**src/source/bt_pkt_params.svh**
```systemverilog
`ifndef BT_PKT_PARAMS_SVH
`define BT_PKT_PARAMS_SVH

// clk_6M cycles in one 625 us slot
`define BT_SLOT_CYCLES 3750

// payload length register, in bytes
`define BT_PYLEN_W 10

// payload bit count, length times eight
`define BT_PYBIT_W 13

// occupied slot count (1, 3 or 5)
`define BT_SLOTS_W 3

`endif

```
**src/source/bt_pkt_pkg.sv**
```systemverilog
`include "bt_pkt_params.svh"

package bt_pkt_pkg;

  // packet type codes as carried in the packet header
  typedef enum logic [3:0] {
    NULL_T = 4'h0,
    POLL   = 4'h1,
    FHS    = 4'h2,
    DM1    = 4'h3,
    DH1    = 4'h4,  // also 2-DH1
    HV1    = 4'h5,
    HV2    = 4'h6,  // also 2-EV3
    HV3    = 4'h7,  // also EV3, 3-EV3
    DV     = 4'h8,  // also 3-DH1
    AUX1   = 4'h9,
    DM3    = 4'ha,  // also 2-DH3
    DH3    = 4'hb,  // also 3-DH3
    EV4    = 4'hc,  // also 2-EV5
    EV5    = 4'hd,  // also 3-EV5
    DM5    = 4'he,  // also 2-DH5
    DH5    = 4'hf   // also 3-DH5
  } pkt_type_e;

  typedef struct packed {
    logic br_mode;  // basic rate, else EDR
    logic esco;
    logic sco;
    logic acl;
  } link_mode_t;

  typedef struct packed {
    pkt_type_e              pk_type;
    link_mode_t             mode;
    logic [`BT_PYLEN_W-1:0] payload_len;    // bytes
    logic                   data_crc_byte;  // one extra byte on the length
  } tx_request_t;

  typedef struct packed {
    logic [`BT_PYBIT_W-1:0] payload_bits;
    logic [`BT_SLOTS_W-1:0] slots;
    logic                   fec13;
    logic                   fec23;
    logic                   crc;
    logic                   br_mode;
    logic                   dpsk;
    logic                   br_single_slot;
    logic                   has_pyheader;
  } pkt_format_t;

  typedef enum logic [2:0] {
    IDLE,
    WAIT_SLOT,  // request taken, waiting for slot boundary
    TX,
    RX,
    DONE        // ack raised, waiting for req to drop
  } ctrl_state_e;

endpackage

```
**src/source/pkt_type_decode.sv**
```systemverilog
`timescale 1ns/1ns
`include "bt_pkt_params.svh"

module pkt_type_decode (
  input  bt_pkt_pkg::tx_request_t req,
  output bt_pkt_pkg::pkt_format_t fmt,
  output logic                    esco_allowed
);

  logic [`BT_PYLEN_W-1:0] len_bytes;  // length incl. optional crc byte
  logic [`BT_PYLEN_W-1:0] len_plus1;  // DV data part always carries it

  assign len_bytes = req.payload_len + {{(`BT_PYLEN_W-1){1'b0}}, req.data_crc_byte};
  assign len_plus1 = req.payload_len + 1'b1;

  always_comb
  begin
    // defaults match a DM1
    fmt.has_pyheader = 1'b1;
    fmt.fec13        = 1'b0;
    fmt.fec23        = 1'b1;
    fmt.crc          = 1'b1;
    fmt.br_mode      = 1'b1;
    fmt.dpsk         = 1'b1;
    fmt.slots        = 3'd1;
    fmt.payload_bits = {len_bytes, 3'b000};
    case (req.pk_type)
      bt_pkt_pkg::NULL_T,
      bt_pkt_pkg::POLL:
      begin
        fmt.payload_bits = 13'd0;
      end
      bt_pkt_pkg::FHS:
      begin
        fmt.payload_bits = 13'd144;
      end
      bt_pkt_pkg::DM1:
      begin
      end
      bt_pkt_pkg::DH1:
      begin
        fmt.fec23   = 1'b0;
        fmt.br_mode = req.mode.br_mode;  // 2-DH1 under EDR
      end
      bt_pkt_pkg::HV1:
      begin
        fmt.payload_bits = 13'd80;
        fmt.fec13        = 1'b1;
        fmt.fec23        = 1'b0;
        fmt.crc          = 1'b0;
        fmt.has_pyheader = 1'b0;
      end
      bt_pkt_pkg::HV2:
      begin
        fmt.has_pyheader = 1'b0;
        if (req.mode.esco)  // 2-EV3
        begin
          fmt.br_mode = 1'b0;
          fmt.fec23   = 1'b0;
        end
        else
        begin
          fmt.payload_bits = 13'd160;
          fmt.crc          = 1'b0;
        end
      end
      bt_pkt_pkg::HV3:
      begin
        fmt.has_pyheader = 1'b0;
        if (req.mode.esco && req.mode.br_mode)  // EV3
          fmt.fec23 = 1'b0;
        else if (req.mode.esco)  // 3-EV3
        begin
          fmt.crc     = 1'b0;
          fmt.br_mode = 1'b0;
          fmt.dpsk    = 1'b0;
        end
        else
        begin
          // plain SCO voice of fixed 240 bits
          fmt.fec23        = 1'b0;
          fmt.crc          = 1'b0;
          fmt.payload_bits = 13'd240;
        end
      end
      bt_pkt_pkg::DV:
      begin
        if (req.mode.sco)
          fmt.payload_bits = 13'd80 + {len_plus1, 3'b000};  // voice + data
        else
        begin
          // 3-DH1 on an ACL link
          fmt.br_mode = 1'b0;
          fmt.dpsk    = 1'b0;
          fmt.fec23   = 1'b0;
        end
      end
      bt_pkt_pkg::AUX1:
      begin
        fmt.crc = 1'b0;
      end
      bt_pkt_pkg::DM3:
      begin
        fmt.slots   = 3'd3;
        fmt.br_mode = req.mode.br_mode;
      end
      bt_pkt_pkg::DH3:
      begin
        fmt.slots   = 3'd3;
        fmt.br_mode = req.mode.br_mode;
        fmt.dpsk    = req.mode.br_mode;  // 3 Mb drops dpsk
      end
      bt_pkt_pkg::EV4:
      begin
        fmt.has_pyheader = 1'b0;
        fmt.slots        = 3'd3;
        fmt.br_mode      = req.mode.br_mode;
      end
      bt_pkt_pkg::EV5:
      begin
        fmt.has_pyheader = 1'b0;
        fmt.slots        = 3'd3;
        fmt.br_mode      = req.mode.br_mode;
        fmt.dpsk         = req.mode.br_mode;
      end
      bt_pkt_pkg::DM5:
      begin
        fmt.slots   = 3'd5;
        fmt.br_mode = req.mode.br_mode;
      end
      bt_pkt_pkg::DH5:
      begin
        fmt.slots   = 3'd5;
        fmt.br_mode = req.mode.br_mode;
        fmt.dpsk    = req.mode.br_mode;
      end
    endcase
    fmt.br_single_slot = fmt.br_mode & (fmt.slots == 3'd1);
  end

  // types that may go out on an eSCO link
  assign esco_allowed = req.pk_type inside {bt_pkt_pkg::NULL_T, bt_pkt_pkg::POLL,
                                            bt_pkt_pkg::HV2, bt_pkt_pkg::HV3,
                                            bt_pkt_pkg::EV4, bt_pkt_pkg::EV5};

endmodule

```
**src/source/slot_clock.sv**
```systemverilog
`timescale 1ns/1ns
`include "bt_pkt_params.svh"

module slot_clock (
  input  logic clk_6M,
  input  logic rstz,
  output logic tslot_p
);

  localparam int               CNT_W  = $clog2(`BT_SLOT_CYCLES);
  localparam logic [CNT_W-1:0] RELOAD = CNT_W'(`BT_SLOT_CYCLES - 1);

  logic [CNT_W-1:0] cnt;
  logic             cnt_zero;

  assign cnt_zero = (cnt == '0);

  // free running, first pulse one full slot after reset
  always_ff @(posedge clk_6M or negedge rstz)
  begin
    if (!rstz)
    begin
      cnt     <= RELOAD;
      tslot_p <= 1'b0;
    end
    else
    begin
      tslot_p <= cnt_zero;
      if (cnt_zero)
        cnt <= RELOAD;
      else
        cnt <= cnt - 1'b1;
    end
  end

  // slot pulses are single cycle and never back to back
  a_tslot_gap: assert property (
    @(posedge clk_6M) disable iff (!rstz)
    tslot_p |=> !tslot_p
  );

endmodule

```
**src/source/slot_extend_track.sv**
```systemverilog
`timescale 1ns/1ns

module slot_extend_track (
  input  logic       clk_6M,
  input  logic       rstz,
  input  logic       tslot_p,
  input  logic       tx_first_slot,
  input  logic [2:0] slots,
  output logic       tx_extend,
  output logic       rx_extend,
  output logic       tx_end_p,
  output logic       rx_end_p
);

  logic       multi_slot;
  logic       rx_first_slot;
  logic [2:0] tx_cnt;  // slot number inside the TX period
  logic [2:0] rx_cnt;

  assign multi_slot = (slots > 3'd1);

  always_ff @(posedge clk_6M or negedge rstz)
  begin
    if (!rstz)
    begin
      tx_cnt    <= 3'd2;
      tx_extend <= 1'b0;
    end
    else
    begin
      if (tx_first_slot)
        tx_cnt <= 3'd2;
      else if (tslot_p && tx_extend)
        tx_cnt <= tx_cnt + 1'b1;
      if (tx_first_slot && tslot_p && multi_slot)
        tx_extend <= 1'b1;
      else if (tx_end_p)
        tx_extend <= 1'b0;
    end
  end

  assign tx_end_p = multi_slot ? (tslot_p & tx_extend & (slots == tx_cnt))
                               : (tslot_p & tx_first_slot);

  // first RX slot follows straight after TX ends
  always_ff @(posedge clk_6M or negedge rstz)
  begin
    if (!rstz)
      rx_first_slot <= 1'b0;
    else if (tx_end_p)
      rx_first_slot <= 1'b1;
    else if (tslot_p)
      rx_first_slot <= 1'b0;
  end

  // rx side mirrors tx with the same slot count
  always_ff @(posedge clk_6M or negedge rstz)
  begin
    if (!rstz)
    begin
      rx_cnt    <= 3'd2;
      rx_extend <= 1'b0;
    end
    else
    begin
      if (rx_first_slot)
        rx_cnt <= 3'd2;
      else if (tslot_p && rx_extend)
        rx_cnt <= rx_cnt + 1'b1;
      if (rx_first_slot && tslot_p && multi_slot)
        rx_extend <= 1'b1;
      else if (rx_end_p)
        rx_extend <= 1'b0;
    end
  end

  assign rx_end_p = multi_slot ? (tslot_p & rx_extend & (slots == rx_cnt))
                               : (tslot_p & rx_first_slot);

  a_ext_exclusive: assert property (
    @(posedge clk_6M) disable iff (!rstz)
    !(tx_extend && rx_extend)
  );

  // period ends land on slot boundaries only
  a_end_on_slot: assert property (
    @(posedge clk_6M) disable iff (!rstz)
    (tx_end_p || rx_end_p) |-> tslot_p
  );

endmodule

```
**src/source/tx_request_ctrl.sv**
```systemverilog
`timescale 1ns/1ns

module tx_request_ctrl (
  input  logic                    clk_6M,
  input  logic                    rstz,
  input  logic                    tslot_p,
  input  logic                    tx_req,
  input  bt_pkt_pkg::tx_request_t req,
  input  bt_pkt_pkg::pkt_format_t fmt_next,
  input  logic                    rx_end_p,
  output logic                    tx_ack,
  output logic                    tx_first_slot,
  output bt_pkt_pkg::pkt_format_t fmt,
  output logic                    tx_busy
);

  bt_pkt_pkg::ctrl_state_e state;
  bt_pkt_pkg::tx_request_t req_q;       // request as taken in IDLE
  logic [2:0]              slots_left;  // TX slots still to go

  always_ff @(posedge clk_6M)
  begin
    if (state == bt_pkt_pkg::IDLE && tx_req)
      req_q <= req;
  end

  always_ff @(posedge clk_6M or negedge rstz)
  begin
    if (!rstz)
    begin
      state         <= bt_pkt_pkg::IDLE;
      tx_ack        <= 1'b0;
      tx_first_slot <= 1'b0;
      slots_left    <= 3'd0;
      fmt           <= '0;
    end
    else
    begin
      case (state)
        bt_pkt_pkg::IDLE:
        begin
          if (tx_req)
            state <= bt_pkt_pkg::WAIT_SLOT;
        end
        bt_pkt_pkg::WAIT_SLOT:
        begin
          if (tslot_p)
          begin
            fmt           <= fmt_next;  // format frozen for the whole packet
            slots_left    <= fmt_next.slots;
            tx_first_slot <= 1'b1;
            state         <= bt_pkt_pkg::TX;
          end
        end
        bt_pkt_pkg::TX:
        begin
          if (tslot_p)
          begin
            tx_first_slot <= 1'b0;
            slots_left    <= slots_left - 1'b1;
            if (slots_left == 3'd1)
              state <= bt_pkt_pkg::RX;
          end
        end
        bt_pkt_pkg::RX:
        begin
          if (rx_end_p)
          begin
            tx_ack <= 1'b1;
            state  <= bt_pkt_pkg::DONE;
          end
        end
        bt_pkt_pkg::DONE:
        begin
          // held here until the link controller drops req
          if (!tx_req)
          begin
            tx_ack <= 1'b0;
            state  <= bt_pkt_pkg::IDLE;
          end
        end
        default:
          state <= bt_pkt_pkg::IDLE;
      endcase
    end
  end

  assign tx_busy = (state == bt_pkt_pkg::WAIT_SLOT) || (state == bt_pkt_pkg::TX) ||
                   (state == bt_pkt_pkg::RX);

  a_ack_in_done: assert property (
    @(posedge clk_6M) disable iff (!rstz)
    tx_ack |-> (state == bt_pkt_pkg::DONE)
  );

  // link controller keeps the request stable until the handshake closes
  a_req_stable: assert property (
    @(posedge clk_6M) disable iff (!rstz)
    (tx_req && state != bt_pkt_pkg::IDLE) |-> (req == req_q)
  );

endmodule

```
**src/source/bt_pkt_slot_top.sv**
```systemverilog
`timescale 1ns/1ns

module bt_pkt_slot_top (
  input  logic                    clk_6M,
  input  logic                    rstz,
  input  logic                    tx_req,
  input  bt_pkt_pkg::tx_request_t req,
  output logic                    tx_ack,
  output logic                    tx_busy,
  output logic                    tx_end_p,
  output logic                    rx_end_p,
  output logic                    esco_allowed,
  output bt_pkt_pkg::pkt_format_t fmt
);

  logic                    tslot_p;
  logic                    tx_first_slot;
  logic                    tx_extend;
  logic                    rx_extend;
  bt_pkt_pkg::pkt_format_t fmt_next;  // decoded from the live request

  slot_clock u_slot_clock (
    .clk_6M  (clk_6M),
    .rstz    (rstz),
    .tslot_p (tslot_p)
  );

  pkt_type_decode u_pkt_type_decode (
    .req          (req),
    .fmt          (fmt_next),
    .esco_allowed (esco_allowed)
  );

  tx_request_ctrl u_tx_request_ctrl (
    .clk_6M        (clk_6M),
    .rstz          (rstz),
    .tslot_p       (tslot_p),
    .tx_req        (tx_req),
    .req           (req),
    .fmt_next      (fmt_next),
    .rx_end_p      (rx_end_p),
    .tx_ack        (tx_ack),
    .tx_first_slot (tx_first_slot),
    .fmt           (fmt),
    .tx_busy       (tx_busy)
  );

  slot_extend_track u_slot_extend_track (
    .clk_6M        (clk_6M),
    .rstz          (rstz),
    .tslot_p       (tslot_p),
    .tx_first_slot (tx_first_slot),
    .slots         (fmt.slots),
    .tx_extend     (tx_extend),
    .rx_extend     (rx_extend),
    .tx_end_p      (tx_end_p),
    .rx_end_p      (rx_end_p)
  );

  // slot extension only ever runs inside a busy exchange
  a_extend_busy: assert property (
    @(posedge clk_6M) disable iff (!rstz)
    (tx_extend || rx_extend) |-> tx_busy
  );

endmodule

```
**config.mk**
```make
export PLATFORM = sky130hd
export DESIGN_NAME = bt_pkt_slot_top
export DESIGN_NICKNAME = d
export VERILOG_FILES = /design/src/source/bt_pkt_pkg.sv /design/src/source/pkt_type_decode.sv /design/src/source/slot_clock.sv /design/src/source/slot_extend_track.sv /design/src/source/tx_request_ctrl.sv /design/src/source/bt_pkt_slot_top.sv
export VERILOG_INCLUDE_DIRS = /design/src /design/src/source
export SDC_FILE = /design/constraint.sdc
export NUM_CORES = 1
export LEC_CHECK = 0
export BUFFER_PORTS_ARGS = -buffer_cell sky130_fd_sc_hd__clkbuf_2
export CORE_MARGIN = 2
export CORE_UTILIZATION = 35
export DETAILED_ROUTE_END_ITERATION = 8
export PLACE_DENSITY_LB_ADDON = 0.12
export SYNTH_ARGS = -nofsm -noshare
export SYNTH_HDL_FRONTEND = slang
export SYNTH_SLANG_ARGS = --single-unit
```
**constraint.sdc**
```tcl
create_clock -name clk_6M -period 2.5 [get_ports clk_6M]
set_input_delay 0.375 -clock clk_6M [delete_from_list [all_inputs] [get_ports clk_6M]]
set_output_delay 0.375 -clock clk_6M [all_outputs]
set_load 0.01 [all_outputs]
```
-- Yosys cells after proc, flatten, opt, wreduce, memory -nomap -nowiden
Index checks and enable logic that the tools add are counted.
- word-level logic and storage cells: 142
- bits in registers: 53
- output and inout bits: 28
- input port bits: 22
- add/subtract/negate cells: 7
- bitwise operators: 7
- eq/ne operators: 28
- reductions and logical operators: 32
- muxes and demuxes: 47
- $lt $le $gt $ge: 1
- operators with widths (cell ; count):
    $pmux 13 s6 ; 1
    $mux 13 ; 4
    $mux 3 ; 13
    $eq 4x4->1 const B ; 8
    $mux 1 ; 17
    $eq 4x3->1 const B ; 4
    $pmux 3 s5 ; 1
    $reduce_bool 2->1 ; 7
    $add 7x13->13 const A ; 1
    $logic_not 12->1 ; 1
    $mux 12 ; 1
    $pmux 3 s2 ; 2
    $sub 12x1->12 const B ; 1
    $add 10x1->10 ; 1
    $add 10x1->10 const B ; 1
    $ne 2x2->1 const B ; 5
    $eq 3x1->1 const B ; 3
    $pmux 1 s4 ; 2
    $reduce_or 2->1 ; 4
    $and 1x1->1 ; 7
    $logic_and 1x1->1 ; 7
    $reduce_or 7->1 ; 1
    $add 3x1->3 const B ; 2
    $eq 3x2->1 const B ; 2
    other kinds (20) ; 26

-- Longest topological paths before layout
Gate-level depths: netlist of run 1.
- word-level depth: 5
- gate-level depth with buffers: 10
- gate-level depth less buffers: 9

-- Modules after synthesis
A second synthesis of run 1 with hierarchy kept.
- cells, all modules: 417
- area total of the unflattened synthesis: 3848.7 um^2
- modules (own cells, without submodules) (module ; area each (um^2) ; cells each ; sequential area each (um^2) ; instances):
    tx_request_ctrl ; 1455.1 ; 102 ; 775.7 ; 1
    pkt_type_decode ; 1163.6 ; 194 ; 0.0 ; 1
    slot_clock ; 671.9 ; 63 ; 334.1 ; 1
    slot_extend_track ; 558.0 ; 58 ; 227.7 ; 1

-- Worst setup path before layout of run 1
No wires, ideal clock.
- path type: input -> register
- start: in req[1] in the netlist's numbering
- end: reg, netlist name u_tx_request_ctrl.fmt[22]
- slack: 0.437 ns
- arrival: 1.935 ns
- setup time: 0.128 ns
- required time: 2.372 ns
- stages: 10
- path buffers: 1
- path through: ha_1 > buf_2 > xor2_1 > ha_1 > o22ai_1 > a221oi_2 > nand2_1 > a21oi_1 > mux2i_1 > o21ai_0
- word-level cells in the longest chain between the ends: 4
- elaborated cells on any way between the ends: 8
- classes of those cells: add/sub: 3; mux: 5
- RTL lines (item ; line ; source):
    from (decl) ; bt_pkt_slot_top.sv:7 ; input bt_pkt_pkg::tx_request_t req,
    $add 10x1->10 (on tied branches) ; pkt_type_decode.sv:14, pkt_type_decode.sv:13 ;
    $add 7x13->13 / $mux 13 (equally long branches) ; pkt_type_decode.sv:89, pkt_type_decode.sv:72 ;
    $mux 13 (on tied branches) ; pkt_type_decode.sv:88, pkt_type_decode.sv:70 ;
    $pmux 13 s6 * ; pkt_type_decode.sv:27 ; case (req.pk_type)
Mark *: on every way between the ends. The rest lies on a longest branch, timed or not.
A chain may end at the register's enable or synchronous reset.

-- Final worst setup path of run 1
- start: reg, netlist name u_tx_request_ctrl.fmt[9]
- end: out tx_end_p
- word-level cells in the longest chain between the ends: 3
- elaborated cells on any way between the ends: 4
- classes of those cells: order compare: 1; eq/ne: 1; mux: 1; bitwise: 1
- RTL lines (item ; line ; source):
    parallel branches: the longest is 2 deep, another holds $gt 3x1->1 ; -- ;
    $mux 1 * ; slot_extend_track.sv:42 ; assign tx_end_p = multi_slot ? (tslot_p & tx_extend & (slots == tx_cnt))
    to (decl) ; bt_pkt_slot_top.sv:10 ; output logic tx_end_p,
Every way passes the cells marked *.

==> results of run 1 <==
==> power groups by stage <==
stage	clock (mW)	sequential [mW]	combinational, mW
floorplan	0	0.841	0.152
global placement	0	0.839	0.250
finish	0.570	0.823	0.249
global route	0.616	0.825	0.281
CTS	0.593	0.824	0.250
detailed placement	0	0.839	0.250
==> metal layers <==
metal / up-vias / GRT usage, %
met4: 0 / 4.31
met2: 51 / 27.6
met3: 8 / 1.78
li1: 1507 / -
met1: 1400 / 22.8
met5: - / 0
==> logic make-up (layout without fill, tap and decap cells) <==
kind of cell,Yosys count,after routing
compound gates,98,98
xor+xnor,38,38
fa+ha+maj,10,10
buf+inv,41,82
flops,50,50
mux,4,4
other cells,1,3
simple gates,164,164
==> cell usage in the layout, fill, tap and decap left out, drive strengths merged, types with 3 or more instances in the layout <==
cell,count
a21oi,22
o22ai,7
dfstp,9
inv,14
nand2b,3
o21ai,31
a211oi,3
a31oi,6
o31ai,6
and3,3
xnor2,18
clkbuf,52
dfrtp,41
nor2,43
ha,10
buf,14
conb,3
nor3,13
nand4b,3
o21a,4
nand3b,8
and2,3
xor2,20
nand3,21
nor4,4
nand2,53
==> stage by stage <==
stage | instance area (µm²) | setup slack (ns) | util, % | instances | hold WS, ns
after floorplan | 3390 | 0.437 | - | 408 | 0.0794
after global placement | 3770 | 0.262 | 40.4 | 570 | 0.452
after detailed placement | 3770 | 0.203 | 40.4 | 570 | 0.458
after CTS | 3870 | 0.229 | 41.5 | 578 | 0.199
after global routing | 3870 | 0.0817 | 41.5 | 578 | 0.227
final | 3870 | 0.231 | 41.5 | 578 | 0.178
==> cell type report <==
cell class	count	area [µm²]
Fill cell	972	5450
Clock inverter	1	30.0
Clock buffer	7	76.3
Inverter	15	57.6
Timing Repair Buffer	59	330
Tap cell	129	161
Sequential cell	50	1260
Multi-Input combinational cell	317	1960
==> final timing paths <==
path	startpoint	to
worst min-delay path	rstz	u_slot_extend_track.rx_cnt[2]
min in group clk_6M	tx_req	u_tx_request_ctrl.tx_ack
worst max-delay path	u_tx_request_ctrl.fmt[9]	tx_end_p
worst min register to register	u_slot_clock.cnt[0]	u_slot_clock.cnt[0]
worst max register to register	u_slot_clock.cnt[3]	u_slot_clock.cnt[3]
max in group asynchronous	rstz	u_tx_request_ctrl.fmt[18]
==> flip-flops by register name (all words and copies together), names as in the netlist <==
signal and flops:
u_slot_extend_track.rx_extend 1, u_slot_extend_track.rx_first_slot 1, u_tx_request_ctrl.slots_left 3, u_slot_extend_track.tx_extend 1
u_slot_clock.cnt 12, u_slot_extend_track.rx_cnt 3, u_tx_request_ctrl.state 3, u_slot_clock.tslot_p 1
u_tx_request_ctrl.tx_ack 1, u_tx_request_ctrl.fmt 20, u_slot_extend_track.tx_cnt 3, u_tx_request_ctrl.tx_first_slot 1
==> worst max-delay path, delay by kind of cell, from the launching register on <==
family                 cells  cell delay [ns]
AND/OR/NAND/NOR            3             0.64
buffers and inverters      1             0.21
flip-flops                 1             0.56
AO/OA/AOI/OAI              2             0.19
==> run summary, run 1 <==
Routed len/inst -> 14.1 µm
GRT Overall Usage -> 16.5%
Setup bufs post-CTS -> 0
Initial antenna violation count -> 0
Setup TNS -> 0 ns
Cells after Synth -> 406
Cell with the most instances after synthesis -> nand2_1
Final nets -> 480
Clk_lat worst skew -> 0.30 ns
Synthesized area -> 0.00339 mm²
CP startpoint kind -> register
Worst setup EP type -> output pin
Clk sink count -> 50
Min-delay worst type -> input port to asynchronous set/reset pin
Die Wd -> 102 µm
Crit Path Max Fanout -> 10
# DRC -> 0
Synth Area in XOR/XNOR -> 9.83%
R2R cell count -> 6
Synth area leaders -> dfrtp_1, dfstp_2, nand2_1, xor2_1, nor2_1
Static Leak -> 1.72 nW
DIE AREA -> 0.0105 mm²
Setup CP Type -> register to output pin
Layout cells sized above 1 -> 19.4%
Max_cap viols -> 0
Largest family of logic cells by synthesized area -> simple AND/OR/NAND/NOR gates
Final hold vios -> 0
Die Ht -> 102 µm
Layout Skew -> 0.00737 ns
Row count -> 35
Switch share -> 26.3%
Slowest library cell on the worst path -> dfrtp_1
DRT Wirelength -> 8150 µm
Starting Density -> 36.3%
GPL Wtd Cong -> 0.822
Total power -> 1.64 mW
EDFF count, synth -> 0
Unrepaired setup endpoints after global routing -> no
YS warnings -> 0
First-pass GRT wire length -> 13800 µm
P&R area growth vs syn -> 14.4%
Unique cell type count in the Yosys netlist -> 60
Core area -> 0.00933 mm²
Synth Flop Type -> dfrtp_1
Via count -> 2966
Final setup fails -> 0
R2R Setup Slk -> 0.57 ns
Outcome -> finished clean
Switching pwr -> 432 µW
Most instantiated cells after synthesis -> nand2_1, nor2_1, dfrtp_1
Combinational share of power -> 15.1%
Seq cells post-synth -> 50
Post-synth top area share -> 30.3%
Critical-path cell list -> nand2_1 > nor3_1 > a31oi_1 > or3_1 > o31ai_1 > clkbuf_2
Synthesized area per cell -> 8.34 µm²
CTS root buffer -> clkbuf_8
CTS tree -> done
HPWL after DPL -> 6160 µm
Antenna-violating nets left -> 0
Slowest cell delay on critical path -> 0.56 ns
Initial drt markers -> 152
Port buffer count -> 45
Period minus WS final -> 2.27 ns
Part of the power in registers -> 50.1%
Post-synthesis mux area share -> 1.63%
Top routing layer in use -> met4
Clock power frac -> 34.7%
Routed wl met3 -> 209 µm
Pwr dens -> 424 mW/mm²
Required time of the critical path -> 2.12 ns
DR pass1 iterations -> 4
Sequential fraction of the synthesis area -> 37.3%
Arrival time at the worst endpoint -> 1.89 ns
Post-cts resize count -> 0
Int Power -> 1.21 mW
Reg clk slew, reported paths -> 0.09 ns
Hold_buf cts -> 0
Met2 wire length -> 3830 µm
Inserted Diodes -> 0
Least-Margin Pin Slew -> 0.644 ns
Post-synth top area cell -> dfrtp_1
M1 WL -> 4010 µm
TritonCTS buffer count -> 5
Fin. max-slew vios -> 0
Synth Area in Compound Gates -> 18.1%
Post-synthesis simple-gate area fraction -> 24.0%
H-tree depth -> 2
Largest net degree at the start of global routing -> 51
GRT Residual Overflow -> 0
Async set-reset flop share out of synthesis -> 100%
Share of the clock period used by the worst path -> 90.8%
# IOs -> 50
Max clock buf depth -> 2
Vias in the first global route -> 2814
Vias per Instance -> 5.13
Adder-Cell Fraction of Synth Area -> 3.69%
VDD IR max -> 0.000197 V
Fmax -> 441 MHz
Relative slew slack -> 57.1%
No activity file was read; power rests on OpenSTA's default activity.
==> run 2, diff against run 1 <==
--- a/config.mk
+++ b/config.mk
@@ -9,8 +9,8 @@
 export BUFFER_PORTS_ARGS = -buffer_cell sky130_fd_sc_hd__clkbuf_2
 export CORE_MARGIN = 2
 export CORE_UTILIZATION = 35
+export CTS_CLUSTER_SIZE = 16
 export DETAILED_ROUTE_END_ITERATION = 8
-export PLACE_DENSITY_LB_ADDON = 0.12
 export SYNTH_ARGS = -nofsm -noshare
 export SYNTH_HDL_FRONTEND = slang
 export SYNTH_SLANG_ARGS = --single-unit
==> run 2 against run 1 <==
The run now ends with negative hold slack left. Maximum frequency rose by 2.4%. Worst hold slack got worse by 0.18 ns. Register-to-register slack got worse by 0.02 ns. Count of clock-buffer cells in the layout is 1 lower. Cell count decreased by 0.17%. Utilization down 0.15 points. Routed wire length is 1.5% lower. Combinational power about the same. Critical path depth stayed put. Sequential share of layout area up 0.15 points. Die area unchanged. Critical endpoint is now rx_end_p.
==> run summary, run 2 (synthesis results as in run 1) <==
Max clock buf depth -> 2
Required time of the critical path -> 2.12 ns
Setup CP Type -> register to output pin
Routed len/inst -> 13.9 µm
CTS tree -> done
R2R cell count -> 6
Setup bufs post-CTS -> 0
Hold slack -> -0.00358 ns
Top reg by flops -> u_tx_request_ctrl.fmt
Share of the clock period used by the worst path -> 88.7%
# DRC -> 0
Inserted Diodes -> 0
Via count -> 2998
# IOs -> 50
R2R Setup Slk -> 0.55 ns
Final setup fails -> 0
Layout fillers -> 958
Max_cap viols -> 0
GPL Wtd Cong -> 0.855
Pwr dens -> 409 mW/mm²
DRT Wirelength -> 8030 µm
Vias per Instance -> 5.20
Crit Path Max Fanout -> 10
Vias in the first global route -> 2794
Clk_lat worst skew -> 0.31 ns
Final instance area -> 0.00386 mm²
Initial antenna violation count -> 0
Slowest cell delay on critical path -> 0.51 ns
HPWL after DPL -> 6130 µm
CP startpoint kind -> register
VDD IR max -> 0.000200 V
Arrival time at the worst endpoint -> 1.84 ns
Fmax -> 451 MHz
H-tree depth -> 2
Layout Skew -> 0.0127 ns
Multi-input logic area -> 0.00196 mm²
Static Leak -> 1.71 nW
Antenna-violating nets left -> 0
Slowest library cell on the worst path -> dfrtp_2
Row count -> 35
Reg area -> 0.00126 mm²
Clk sink count -> 50
Final hold vios -> 10
Largest net degree at the start of global routing -> 35
Period minus WS final -> 2.22 ns
Die Wd -> 102 µm
Max reg flops -> 20
Unrepaired setup endpoints after global routing -> no
Commonest non-fill, non-tap cell in the layout -> nand2_1
Placed Area -> 0.00376 mm²
Worst reg2reg path startpoint -> u_slot_clock.cnt[3]
Initial drt markers -> 161
Reg clk slew, reported paths -> 0.10 ns
Critical-path cell list -> xor2_1 > nor3_1 > nand3b_1 > o21a_1 > o21ai_1 > clkbuf_2
GRT Overall Usage -> 15.9%
Least-Margin Pin Slew -> 0.564 ns
CTS root buffer -> clkbuf_8
TritonCTS buffer count -> 5
Failing checks -> negative hold slack
Final nets -> 479
DR pass1 iterations -> 4
Min-delay worst type -> input port to asynchronous set/reset pin
Outcome -> finished, violations left
Fin. max-slew vios -> 0
Setup TNS -> 0 ns
Largest regs -> u_tx_request_ctrl.fmt (20), u_slot_clock.cnt (12)
GRT Residual Overflow -> 0
Starting Density -> 36.3%
Port buffer count -> 45
DIE AREA -> 0.0105 mm²
Core area -> 0.00933 mm²
Most frequent cells in the layout -> nand2_1, clkbuf_2, nor2_1, dfrtp_1, o21ai_0
Die Ht -> 102 µm
Layout cells sized above 1 -> 19.9%
P&R area growth vs syn -> 14.0%
Worst setup EP type -> output pin
First-pass GRT wire length -> 13500 µm
Relative slew slack -> 61.5%
RR Endpoint -> u_slot_clock.cnt[4]
-- run 2: per-stage QoR --
step | util, % | setup WS [ns] | instances | power [mW]
after detailed placement | 40.3 | 0.214 | 569 | 1.09
after CTS | 41.4 | 0.200 | 577 | 1.60
after global routing | 41.4 | 0.0510 | 577 | 1.66
after global placement | 40.3 | 0.257 | 569 | 1.09
final | 41.4 | 0.283 | 577 | 1.58
after floorplan | - | 0.437 | 408 | 0.993
-- run 2: repair_timing --
| action | CTS | global route |
|---|---|---|
| endpoints found under the setup margin | 0 | 1 |
| hold endpoints to repair | 0 | 0 |
| hold buffers | 0 | 0 |
| gates resized for setup | 0 | 1 |
-- run 2: per-layer routing --
metal,up-vias,wire (µm),global-route usage (%)
met5,-,0,0
met2,64,3780,25.8
met4,0,77,3.69
li1,1494,-,-
met3,9,306,2.26
met1,1431,3870,22.7
-- run 2: final cells by class --
class / count / area share (%)
clock buffers: 6 / 2.14
well taps: 129 / 4.18
clock inverters: 2 / 0.421
repair buffers: 58 / 8.36
inverters: 15 / 1.49
multi-input cells: 317 / 50.7
flip-flops and latches: 50 / 32.7
-- run 2: where the power goes --
group / total, mW / switching (mW) / internal, mW / leakage, nW
Sequential: 0.823 / 0.00601 / 0.817 / 0.573
Clock: 0.508 / 0.280 / 0.228 / 0.0478
Combinational: 0.249 / 0.155 / 0.0937 / 1.09
-- run 2: critical path: cells and delay by family (launching register included) --
| family | cells | cell delay (ns) |
|---|---|---|
| buffers and inverters | 1 | 0.18 |
| AO/OA/AOI/OAI | 2 | 0.34 |
| AND/OR/NAND/NOR | 2 | 0.33 |
| flip-flops | 1 | 0.51 |
| XOR/XNOR | 1 | 0.18 |
-- run 2: worst max path at each step --
stage	cells after the start	endpoint	slack, ns	start
global route	6	rx_end_p	0.05	u_tx_request_ctrl.fmt[9]
global placement	10	u_tx_request_ctrl.fmt[22]	0.26	req[1]
floorplan	10	u_tx_request_ctrl.fmt[22]	0.44	req[1]
detailed placement	10	u_tx_request_ctrl.fmt[22]	0.21	req[1]
finish	6	rx_end_p	0.28	u_tx_request_ctrl.fmt[9]
CTS	6	rx_end_p	0.20	u_tx_request_ctrl.fmt[9]
==> run 3, diff against run 2 <==
--- a/config.mk
+++ b/config.mk
@@ -9,8 +9,11 @@
 export BUFFER_PORTS_ARGS = -buffer_cell sky130_fd_sc_hd__clkbuf_2
 export CORE_MARGIN = 2
 export CORE_UTILIZATION = 35
+export CTS_BUF_LIST = sky130_fd_sc_hd__clkbuf_4 sky130_fd_sc_hd__clkbuf_8
+export CTS_CLUSTER_DIAMETER = 30
 export CTS_CLUSTER_SIZE = 16
 export DETAILED_ROUTE_END_ITERATION = 8
+export RECOVER_POWER = 100
 export SYNTH_ARGS = -nofsm -noshare
 export SYNTH_HDL_FRONTEND = slang
 export SYNTH_SLANG_ARGS = --single-unit
==> run 3 against run 2 <==
The flow now finishes without violations. Worst hold slack better by 0.18 ns. Via count rose by 0.83%. Cell count unchanged. Register-to-register slack got worse by 0.33 ns. Worst setup slack got worse by 0.13 ns. Clock power barely moved. Critical endpoint is now tx_end_p. Sequential cell count did not move. Sequential share of layout area rose by 0.53 points. Sequential power barely moved. Non-clock buffer count unchanged. Design area down 1.6%.
==> run summary, run 3 (synthesis results as in run 1) <==
HPWL after DPL -> 6130 µm
# IOs -> 50
DIE AREA -> 0.0105 mm²
Relative slew slack -> 38.8%
Setup CP Type -> register to output pin
Core area -> 0.00933 mm²
Setup TNS -> 0 ns
Post-cts resize count -> 0
GRT Overall Usage -> 15.9%
Starting Density -> 36.3%
Critical path origin -> u_slot_clock.tslot_p
CTS root buffer -> clkbuf_8
TritonCTS buffer count -> 5
Clock power frac -> 32.2%
Vias per Instance -> 5.24
R2R Setup Slk -> 0.22 ns
H-tree depth -> 2
Outcome -> finished clean
Unrepaired setup endpoints after global routing -> no
Arrival time at the worst endpoint -> 1.97 ns
Routed wl met3 -> 345 µm
Max reg flops -> 20
DR pass1 iterations -> 4
Top routing layer in use -> met4
Via count -> 3023
Int Power -> 1.14 mW
Required time of the critical path -> 2.12 ns
DRT Wirelength -> 8020 µm
M1 WL -> 3840 µm
Pwr dens -> 415 mW/mm²
Inserted Diodes -> 0
Clk_lat worst skew -> 0.31 ns
Largest net degree at the start of global routing -> 35
Die Wd -> 102 µm
Final WS setup -> 0.150 ns
Vias in the first global route -> 2794
Final hold vios -> 0
Slowest cell delay on critical path -> 0.41 ns
Reg clk slew, reported paths -> 0.09 ns
Part of the power in registers -> 52.2%
Layout Skew -> 0.0141 ns
CP startpoint kind -> register
R2R cell count -> 6
Combinational share of power -> 15.6%
Initial drt markers -> 150
RR Endpoint -> u_tx_request_ctrl.fmt[18]
Period minus WS final -> 2.35 ns
Dpl ws -> 0.214 ns
VDD IR max -> 0.000202 V
Commonest non-fill, non-tap cell in the layout -> nand2_1
CTS tree -> done
Setup bufs post-CTS -> 0
Max_cap viols -> 0
GRT Residual Overflow -> 0
Fin. max-slew vios -> 0
Clk sink count -> 50
Final nets -> 479
Slowest library cell on the worst path -> or3_1
Min-delay worst type -> input port to asynchronous set/reset pin
# DRC -> 0
Met2 wire length -> 3750 µm
Total power -> 1.58 mW
Routed len/inst -> 13.9 µm
Antenna-violating nets left -> 0
Final setup fails -> 0
Row count -> 35
Switch share -> 28.0%
Initial antenna violation count -> 0
Least-Margin Pin Slew -> 0.918 ns
Hold_buf cts -> 0
Worst reg2reg path startpoint -> u_slot_clock.tslot_p
Most frequent cells in the layout -> nand2_1, nor2_1, dfrtp_1, o21ai_0, clkbuf_1
Layout cells sized above 1 -> 13.2%
Fmax -> 426 MHz
Max clock buf depth -> 2
P&R area growth vs syn -> 12.2%
Port buffer count -> 45
Largest regs -> u_tx_request_ctrl.fmt (20), u_slot_clock.cnt (12)
Cell repeated most along the worst path -> clkbuf_1
Die Ht -> 102 µm
GPL Wtd Cong -> 0.855
First-pass GRT wire length -> 13500 µm
Crit Path Max Fanout -> 12
Top reg by flops -> u_tx_request_ctrl.fmt
Static Leak -> 1.61 nW
Critical-path cell list -> clkbuf_1 > nand2_1 > or3_1 > o31ai_1 > clkbuf_1
Share of the clock period used by the worst path -> 94.0%
Switching pwr -> 441 µW
Worst setup EP type -> output pin
-- run 3: changes by cell type in the layout (fill, tap and decap cells not counted), sizes merged --
cell	previous run	this run
buf	13	9
clkbuf	51	55
-- run 3: routing by layer --
layer / GRT usage [%] / vias to the layer above
met4: 3.69 / 0
met1: 22.7 / 1446
li1: - / 1494
met2: 25.8 / 74
met5: 0 / -
met3: 2.26 / 9
-- run 3: through the flow --
step	area (µm²)	cells	utilization, %	hold WS (ns)
global route	3800	577	40.7	0.249
floorplan	3390	408	-	0.0794
finish	3800	577	40.7	0.180
detailed placement	3760	569	40.3	0.339
CTS	3860	577	41.4	0.0102
global placement	3760	569	40.3	0.333
-- run 3: area by class of cell --
type	count	area, µm²
clock buffers	6	82.6
clock inverters	2	16.3
fillers	975	5530
inverters	15	57.6
multi-input cells	317	1940
flip-flops and latches	50	1260
well taps	129	161
repair buffers	58	279
-- run 3: how the worst max path moves through the flow --
stage,end,cells past startpoint,slack (ns)
2_1_floorplan,u_tx_request_ctrl.fmt[22],10,0.44
3_3_place_gp,u_tx_request_ctrl.fmt[22],10,0.26
3_5_place_dp,u_tx_request_ctrl.fmt[22],10,0.21
4_1_cts,rx_end_p,6,0.20
5_1_grt,rx_end_p,6,0.04
6_report,tx_end_p,5,0.15
-- run 3: power by group through the flow --
stage | combinational (mW) | sequential (mW) | clock [mW]
global route | 0.277 | 0.825 | 0.552
detailed placement | 0.250 | 0.839 | 0
CTS | 0.251 | 0.823 | 0.522
global placement | 0.248 | 0.838 | 0
finish | 0.246 | 0.823 | 0.508
floorplan | 0.152 | 0.841 | 0
-- run 3: worst max-delay path, delay by kind of cell (launching register included) --
family / cells / cell delay (ns)
DFF: 1 / 0.37
AOI/OAI and AO/OA: 1 / 0.12
and+or+nand+nor: 2 / 0.60
buffers and inverters: 2 / 0.59
